<file path="src/source/fm_pkg.sv">
package fm_pkg;

	// widths with a meaning of their own
	localparam int OP_W  = 9; // operator output and channel sum
	localparam int MIX_W = 12; // left/right sample
	localparam int ALG_W = 3;
	localparam int RL_W  = 2;
	localparam int PCM_W = 8;
	localparam int CH_W  = 3;

	// slot arrangement of the chip
	localparam int NUM_CH    = 6;
	localparam int NUM_OP    = 4;
	localparam int NUM_SLOTS = NUM_CH * NUM_OP; // 24 slots per round
	localparam int SLOT_W    = $clog2(NUM_SLOTS); // 5 bit slot counter
	localparam int PCM_CH    = 5; // channel 6 on the chip, 0-based here

	typedef logic signed [OP_W-1:0]  op_val_t; // operator output or channel sum
	typedef logic signed [MIX_W-1:0] mix_t; // one output sample
	typedef logic [ALG_W-1:0]        alg_t; // algorithm 0..7
	typedef logic [RL_W-1:0]         rl_t; // bit 1 left, bit 0 right
	typedef logic [PCM_W-1:0]        pcm_t; // unsigned pcm sample
	typedef logic [CH_W-1:0]         ch_idx_t; // channel 0..5

	// group order follows the hardware slot order
	typedef enum logic [1:0] {
		GRP_S1,
		GRP_S3,
		GRP_S2,
		GRP_S4
	} slot_grp_t;

endpackage

</file>
<file path="src/source/slot_timing_if.sv">
`timescale 1ns/1ps

interface slot_timing_if;

	logic s1_enters; // high for every slot of the S1 group
	logic s3_enters;
	logic s2_enters;
	logic s4_enters;
	fm_pkg::ch_idx_t slot_ch; // channel of the current slot
	logic ch6op; // current slot belongs to the pcm channel

	// sequencer side
	modport seq (
		output s1_enters, s3_enters, s2_enters, s4_enters,
		output slot_ch, ch6op
	);

	// register file and accumulator side
	modport user (
		input s1_enters, s3_enters, s2_enters, s4_enters,
		input slot_ch, ch6op
	);

endinterface

</file>
<file path="src/source/slot_sequencer.sv">
`timescale 1ns/1ps

module slot_sequencer (
	input  logic              clk,
	input  logic              rst,
	slot_timing_if.seq        tim,
	output fm_pkg::slot_grp_t slot_op
);

	logic [fm_pkg::SLOT_W-1:0] slot_cnt; // 0..23 over one round
	fm_pkg::ch_idx_t           ch_cnt; // 0..5 inside a group
	fm_pkg::slot_grp_t         grp;
	logic                      last_slot;
	logic                      last_ch;

	assign last_slot = slot_cnt == fm_pkg::SLOT_W'(fm_pkg::NUM_SLOTS - 1);
	assign last_ch   = ch_cnt == fm_pkg::ch_idx_t'(fm_pkg::NUM_CH - 1);

	always_ff @(posedge clk) begin
		if (rst) begin
			slot_cnt <= '0;
			ch_cnt   <= '0;
			grp      <= fm_pkg::GRP_S1; // round starts at S1, channel 0
		end else begin
			slot_cnt <= last_slot ? '0 : slot_cnt + 1'b1;
			if (last_ch) begin
				ch_cnt <= '0;
				// S1 -> S3 -> S2 -> S4, back to S1 at the end of the round
				grp <= last_slot ? fm_pkg::GRP_S1 : fm_pkg::slot_grp_t'(grp + 2'd1);
			end else begin
				ch_cnt <= ch_cnt + 1'b1;
			end
		end
	end

	// group strobes stay up through all six slots of the group
	assign tim.s1_enters = grp == fm_pkg::GRP_S1;
	assign tim.s3_enters = grp == fm_pkg::GRP_S3;
	assign tim.s2_enters = grp == fm_pkg::GRP_S2;
	assign tim.s4_enters = grp == fm_pkg::GRP_S4;

	assign tim.slot_ch = ch_cnt;
	assign tim.ch6op   = ch_cnt == fm_pkg::ch_idx_t'(fm_pkg::PCM_CH);

	assign slot_op = grp; // tells the outside which operator to present

endmodule

</file>
<file path="src/source/channel_regs.sv">
`timescale 1ns/1ps

module channel_regs (
	input  logic            clk,
	input  logic            rst,
	slot_timing_if.user     tim,
	input  logic            reg_we, // one clock write strobe
	input  fm_pkg::ch_idx_t reg_ch,
	input  fm_pkg::alg_t    reg_alg,
	input  fm_pkg::rl_t     reg_rl,
	output fm_pkg::alg_t    cur_alg,
	output fm_pkg::rl_t     cur_rl
);

	fm_pkg::alg_t alg_mem [fm_pkg::NUM_CH]; // one algorithm per channel
	fm_pkg::rl_t  rl_mem  [fm_pkg::NUM_CH]; // one output enable pair per channel
	logic         wr_ok;

	// indices 6 and 7 do not exist on the chip
	assign wr_ok = reg_we && (reg_ch < fm_pkg::ch_idx_t'(fm_pkg::NUM_CH));

	always_ff @(posedge clk) begin
		if (rst) begin
			for (int i = 0; i < fm_pkg::NUM_CH; i++) begin
				alg_mem[i] <= '0;
				rl_mem[i]  <= 2'b11; // both outputs on
			end
		end else if (wr_ok) begin
			alg_mem[reg_ch] <= reg_alg;
			rl_mem[reg_ch]  <= reg_rl;
		end
	end

	// read side follows the slot channel with no delay
	assign cur_alg = alg_mem[tim.slot_ch];
	assign cur_rl  = rl_mem[tim.slot_ch];

endmodule

</file>
<file path="src/source/delay_line.sv">
`timescale 1ns/1ps

module delay_line #(
	parameter int WIDTH  = 9,
	parameter int STAGES = 6 // two or more
) (
	input  logic             clk,
	input  logic [WIDTH-1:0] din,
	output logic [WIDTH-1:0] dout
);

	logic [STAGES-1:0][WIDTH-1:0] sr; // stage 0 is the newest entry

	always_ff @(posedge clk) begin
		sr <= {sr[STAGES-2:0], din}; // one stage per clock
	end

	assign dout = sr[STAGES-1];

endmodule

</file>
<file path="src/source/channel_accumulator.sv">
`timescale 1ns/1ps

module channel_accumulator (
	input  logic            clk,
	input  logic            rst,
	slot_timing_if.user     tim,
	input  fm_pkg::alg_t    alg, // algorithm of the current slot's channel
	input  fm_pkg::rl_t     rl,
	input  logic            pcm_en,
	input  fm_pkg::pcm_t    pcm,
	input  fm_pkg::op_val_t op_result,
	output fm_pkg::mix_t    left,
	output fm_pkg::mix_t    right,
	output logic            sample
);

	logic            carrier; // current slot feeds the channel output
	logic            pcm_use;
	fm_pkg::op_val_t next_val; // contribution of this slot
	fm_pkg::op_val_t opsum; // running channel sum going into the delay line
	fm_pkg::op_val_t total; // same channel, six slots earlier
	fm_pkg::mix_t    total_ext;
	fm_pkg::mix_t    left_add;
	fm_pkg::mix_t    right_add;
	fm_pkg::mix_t    pre_left;
	fm_pkg::mix_t    pre_right;
	logic            mix_open; // S3 group under way, pre-sums collecting

	// carrier slots per algorithm
	always_comb begin
		case (alg)
			3'd4:       carrier = tim.s2_enters | tim.s4_enters;
			3'd5, 3'd6: carrier = ~tim.s1_enters; // S1 is always a modulator here
			3'd7:       carrier = 1'b1; // four parallel carriers
			default:    carrier = tim.s4_enters; // algorithms 0..3
		endcase
	end

	assign pcm_use = tim.ch6op & pcm_en; // pcm takes all four slots of channel 5

	always_comb begin
		if (pcm_use)
			next_val = fm_pkg::op_val_t'({1'b0, pcm}); // zero-extended
		else if (carrier)
			next_val = op_result;
		else
			next_val = '0; // modulators add nothing
	end

	// S3 restarts the sum, S2/S4/S1 add onto it
	// the carry out of bit 8 is dropped, as on the chip
	assign opsum = tim.s3_enters ? next_val : total + next_val;

	delay_line #(
		.WIDTH  (fm_pkg::OP_W),
		.STAGES (fm_pkg::NUM_CH)
	) sum_dl (
		.clk  (clk),
		.din  (opsum),
		.dout (total)
	);

	// during S3 the delay line hands out finished sums
	assign total_ext = {{(fm_pkg::MIX_W - fm_pkg::OP_W){total[fm_pkg::OP_W-1]}}, total};
	assign left_add  = rl[1] ? total_ext : '0;
	assign right_add = rl[0] ? total_ext : '0;

	// pre-sums, restarted by the first S3 slot
	always_ff @(posedge clk) begin
		if (tim.s3_enters) begin
			pre_left  <= (mix_open ? pre_left : '0) + left_add;
			pre_right <= (mix_open ? pre_right : '0) + right_add;
		end
	end

	always_ff @(posedge clk) begin
		if (rst) begin
			mix_open <= 1'b0;
			left     <= '0;
			right    <= '0;
			sample   <= 1'b0;
		end else begin
			sample <= 1'b0; // strobe lasts one clock
			if (tim.s3_enters)
				mix_open <= 1'b1;
			if (tim.s2_enters && mix_open) begin // first S2 slot
				mix_open <= 1'b0;
				left     <= pre_left;
				right    <= pre_right;
				sample   <= 1'b1; // up while the new pair is on the outputs
			end
		end
	end

endmodule

</file>
<file path="src/source/fm_mix_top.sv">
`timescale 1ns/1ps

module fm_mix_top (
	input  logic              clk,
	input  logic              rst,
	input  logic              reg_we, // qualifies reg_ch, reg_alg and reg_rl
	input  fm_pkg::ch_idx_t   reg_ch,
	input  fm_pkg::alg_t      reg_alg,
	input  fm_pkg::rl_t       reg_rl,
	input  logic              pcm_en,
	input  fm_pkg::pcm_t      pcm,
	input  fm_pkg::op_val_t   op_result, // operator output for slot_op/slot_ch
	output fm_pkg::slot_grp_t slot_op,
	output fm_pkg::ch_idx_t   slot_ch,
	output fm_pkg::mix_t      left,
	output fm_pkg::mix_t      right,
	output logic              sample
);

	fm_pkg::alg_t cur_alg;
	fm_pkg::rl_t  cur_rl;

	slot_timing_if tim ();

	slot_sequencer seq_i (
		.clk     (clk),
		.rst     (rst),
		.tim     (tim.seq),
		.slot_op (slot_op)
	);

	channel_regs regs_i (
		.clk     (clk),
		.rst     (rst),
		.tim     (tim.user),
		.reg_we  (reg_we),
		.reg_ch  (reg_ch),
		.reg_alg (reg_alg),
		.reg_rl  (reg_rl),
		.cur_alg (cur_alg),
		.cur_rl  (cur_rl)
	);

	channel_accumulator acc_i (
		.clk       (clk),
		.rst       (rst),
		.tim       (tim.user),
		.alg       (cur_alg),
		.rl        (cur_rl),
		.pcm_en    (pcm_en),
		.pcm       (pcm),
		.op_result (op_result),
		.left      (left),
		.right     (right),
		.sample    (sample)
	);

	assign slot_ch = tim.slot_ch; // channel of the slot being served

endmodule

</file>
<file path="config.mk">
export PLATFORM = sky130hd
export DESIGN_NAME = fm_mix_top
export DESIGN_NICKNAME = d
export VERILOG_FILES = /design/src/source/fm_pkg.sv /design/src/source/slot_timing_if.sv /design/src/source/slot_sequencer.sv /design/src/source/channel_regs.sv /design/src/source/delay_line.sv /design/src/source/channel_accumulator.sv /design/src/source/fm_mix_top.sv
export SDC_FILE = /design/constraint.sdc
export NUM_CORES = 1
export LEC_CHECK = 0
export ABC_AREA = 1
export BUFFER_PORTS_ARGS = -buffer_cell sky130_fd_sc_hd__buf_4
export CAP_MARGIN = 5
export CORE_MARGIN = 4
export CORE_UTILIZATION = 54
export CTS_CLUSTER_SIZE = 24
export DETAILED_ROUTE_END_ITERATION = 6
export PLACE_DENSITY_LB_ADDON = 0.12
export SKIP_CTS_REPAIR_TIMING = 1
export SLEW_MARGIN = 10
export SYNTH_ARGS = -nofsm -noshare
export SYNTH_HDL_FRONTEND = slang
export SYNTH_SLANG_ARGS = --single-unit
</file>
<file path="constraint.sdc">
create_clock -name clk -period 2.8 [get_ports clk]
set_input_delay 0.56 -clock clk [delete_from_list [all_inputs] [get_ports clk]]
set_output_delay 0.56 -clock clk [all_outputs]
set_load 0.05 [all_outputs]
</file>
==> flow_summary.rst <==
.. list-table::
   :header-rows: 1

   * - Metric
     - Value
   * - Cell Area, Synth
     - 7030 µm²
   * - Number of buffers added by the clock tree synthesis step
     - 17
   * - Result of the run
     - finished clean
   * - Root cell of the clock tree
     - clkbuf_16
   * - Maxcap violations
     - 0
   * - Leading cell types in the layout, fill and taps excluded
     - nand2_1, inv_1, buf_4, dfxtp_1, nor2_1
   * - RSZ-0062 raised after global routing
     - true
   * - Overall global routing resource usage
     - a little over a fifth
   * - CORE AREA
     - 12700 µm²
   * - Most prevalent standard cell on the critical path
     - nand2_1
   * - CP max stage cell
     - dfxtp_4
   * - Number of storage elements in the synthesis netlist
     - 154
   * - Launching element type of the critical path
     - flop
   * - Required arrival time at the worst endpoint
     - 3110 ps
   * - Crit path DAT
     - roughly 3000 ps
   * - Sum of overflow across all layers after global routing
     - 0
   * - Vias after detailed routing
     - 5553
   * - Area of the multi-input gates
     - 2980 µm²
   * - Wire length reported by the detailed router
     - 16000 µm
   * - Largest stage delay on the critical path
     - 360 ps
   * - Net count reported at finish
     - 988
   * - Final Hold Fails
     - 0
   * - Sequential cell fraction of total power
     - about 44%
   * - Clock-pin slew of the registers on the worst-case setup and hold paths
     - 60 ps
   * - Non-Filler Cell Area, Final
     - 8710 µm²
   * - Number of optimization iterations in the first detailed-route pass
     - 4
   * - Static power due to leakage
     - 0.00424 µW
   * - Initial cell density of the core
     - a little under three fifths
   * - Sequential element share of the synthesized area
     - 52.9%
   * - Number of global-route vias before repair
     - roughly 5500
   * - Dpl hpwl
     - 11600 µm
   * - Area taken by flip-flops and latches
     - 3730 µm²
   * - Yosys warning count
     - 0
   * - Count of buffering cells on the critical path with inverters included
     - 4
   * - Finished Layout Cells
     - 1104
   * - Later-pin clock latency in the skew report
     - 430 ps
   * - Crit path kind
     - reg2reg
   * - Cell Count Post-Placement
     - 1062
   * - Number of sinks handled by clock tree synthesis
     - 154
   * - Overall die area
     - 14900 µm²
   * - Clk network pwr share
     - roughly 33%
   * - VDD IR-drop max
     - approximately 0.62 mV
   * - Hold Path Class
     - reg2reg
   * - Number of buffers on the longest clock path
     - 2
   * - Post-Synthesis Mean Instance Area
     - 8.63 µm²
   * - Number of antenna violations at the first check in global routing
     - 0
   * - Cell breakdown of the critical path
     - buf_12, inv_12, nand2_1, nand3_1, nand3_2, nand2_2, inv_1, nand2_2, nand3_4, nand3_2, nand2_2, ha_4, fa_2, nand3_2, nand3_2, nand4_1, o211ai_1, nand2_1, nand2_1, nor2_2, inv_1, nand2_1, nand2_1
   * - TritonCTS clock tree
     - done
   * - # DRC
     - 0
   * - Fill count
     - 1051
   * - Largest fanout of any net on the critical path
     - 17
   * - Worst-case register-to-register setup slack
     - 50 ps
   * - H-tree lvl count
     - 4
   * - Commonest non-fill, non-tap cell in the layout
     - nand2_1
   * - Number of nets with antenna violations after routing
     - 0
   * - Die span in x
     - roughly 120 µm
   * - Wire length of the first global-routing pass
     - 25400 µm
   * - FP Rows
     - 41
   * - Count of final max-slew check failures
     - 0
   * - PwrDens
     - 791 nW/µm²
   * - Count of final setup violators
     - 0
   * - Post-synthesis cell count
     - 815
   * - Type of destination of the critical path
     - flop
   * - Slew @ Worst Pin
     - 790 ps
   * - Worst slew margin
     - between 40% and 50%
   * - Final critical-path required period
     - 2750 ps
   * - Fmax achieved
     - around 360 MHz
   * - Standard cell area after detailed placement
     - 7810 µm²
   * - Height of the chip
     - between 100 and 150 µm
   * - Fraction of the cycle the final worst path needs
     - 98.1%
   * - Maximum number of pins on one net before global-route repair
     - 29
   * - Antenna diode count
     - 0
   * - RePlAce Congestion
     - ~0.9
   * - Top-Level Pins
     - 59
   * - Layout cells sized above 1
     - 19.7%
   * - Distinct cell type count of the synthesized netlist
     - 39
   * - Net switching component of the power
     - 2090 µW
   * - Design internal power
     - 4790 µW
   * - Delay-heaviest family, CP
     - simple AND/OR/NAND/NOR gates
   * - Setup skew after layout
     - 11.6 ps
   * - Count of port buffers added during placement
     - 58
   * - Via-to-Cell Ratio
     - 5.03
   * - Hold_ws
     - 323 ps
   * - Switching share of power
     - 30.4%
   * - Area added between synthesis and finish
     - 23.8%
   * - Iter 0 DRT Violations
     - roughly 380
   * - Average detailed-routed wire length per instance
     - 14.5 µm
   * - Part of the power in combinational logic
     - 22.7%
layer usage:
metal,vias up,global-route usage (%),routed length (µm)
met5,-,0,0
met4,0,8.40,327
met3,32,4.46,610
met2,129,37.8,8100
met1,2596,27.2,6920
li1,2796,-,-
stage by stage:
| step | TNS [ps] | total power [µW] | utilization [%] | setup slack, ps |
|---|---|---|---|---|
| after floorplan | 0 | 4010 | - | 10.5 |
| after global placement | 0 | 4400 | 61.6 | 14.8 |
| after detailed placement | -103 | 4450 | 61.6 | -89.2 |
| after CTS | -241 | 6730 | 66.3 | -137 |
| after global routing | -471 | 7270 | 68.7 | -129 |
| final | 0 | 6890 | 68.7 | 53.2 |
registers in the layout, indices dropped and copies added, names as in the netlist:
| signal | count |
|---|---|
| acc_i.sum_dl.sr | 45 |
| regs_i.alg_mem | 24 |
| regs_i.rl_mem | 16 |
| acc_i.left | 12 |
| acc_i.pre_left | 12 |
| acc_i.pre_right | 12 |
| acc_i.right | 12 |
| acc_i.sum_dl.dout | 9 |
| seq_i.slot_cnt | 5 |
| seq_i.tim.slot_ch | 3 |
| seq_i.slot_op | 2 |
| acc_i.mix_open | 1 |
| acc_i.sample | 1 |
synthesized netlist by cell type, drive strengths merged:
| master | count | area [µm²] |
|---|---|---|
| a211oi | 1 | 7.51 |
| a21o | 1 | 7.51 |
| a21oi | 25 | 125 |
| and3 | 2 | 12.5 |
| buf | 10 | 88.8 |
| clkbuf | 7 | 26.3 |
| clkinv | 1 | 3.75 |
| conb | 1 | 3.75 |
| dfxtp | 90 | 1800 |
| edfxtp | 64 | 1920 |
| fa | 3 | 60.1 |
| ha | 37 | 463 |
| inv | 120 | 458 |
| nand2 | 230 | 871 |
| nand3 | 64 | 333 |
| nand3b | 1 | 7.51 |
| nand4 | 1 | 6.26 |
| nor2 | 90 | 355 |
| nor3 | 4 | 20.0 |
| nor4 | 1 | 6.26 |
| o2111ai | 2 | 17.5 |
| o211a | 1 | 10.0 |
| o211ai | 7 | 52.6 |
| o21ai | 25 | 125 |
| o21bai | 1 | 7.51 |
| o311ai | 1 | 8.76 |
| o31ai | 1 | 7.51 |
| o41ai | 1 | 8.76 |
| xnor2 | 7 | 61.3 |
| xor2 | 16 | 155 |
power groups by stage:
stage / registers, µW / logic (µW) / clock network [µW]
2_1_floorplan: 3010 / 996 / 0
3_3_place_gp: 3080 / 1320 / 0
3_5_place_dp: 3100 / 1340 / 0
4_1_cts: 3060 / 1360 / 2310
5_1_grt: 3110 / 1750 / 2410
6_report: 3060 / 1560 / 2270
kinds of logic (layout without fill, tap and decap cells):
kind of cell / count (synthesis) / after routing / share of synthesized area (%)
compound gates: 66 / 66 / 5.37
xor+xnor: 23 / 23 / 3.08
fa+ha+maj: 40 / 40 / 7.44
buf+inv: 138 / 246 / 8.20
flops: 154 / 154 / 52.9
other cells: 1 / 10 / 0.0533
simple gates: 393 / 393 / 22.9
worst paths after layout:
kind,from,endpoint,depth (start not counted)
worst max-delay path,seq_i.tim.slot_ch[0],acc_i.sum_dl.sr[8],23
worst max register to register,seq_i.tim.slot_ch[0],acc_i.sum_dl.sr[8],23
worst min-delay path,acc_i.sum_dl.sr[33],acc_i.sum_dl.sr[42],0
worst min register to register,acc_i.sum_dl.sr[33],acc_i.sum_dl.sr[42],0
final cells by class:
class / count / area share (%)
Timing Repair Buffer: 93 / 8.25
Sequential cell: 154 / 42.9
Clock inverter: 13 / 1.44
Multi-Input combinational cell: 532 / 34.2
Clock buffer: 19 / 5.33
Tap cell: 172 / 2.47
Inverter: 121 / 5.40
No activity file was read; power rests on OpenSTA's default activity.
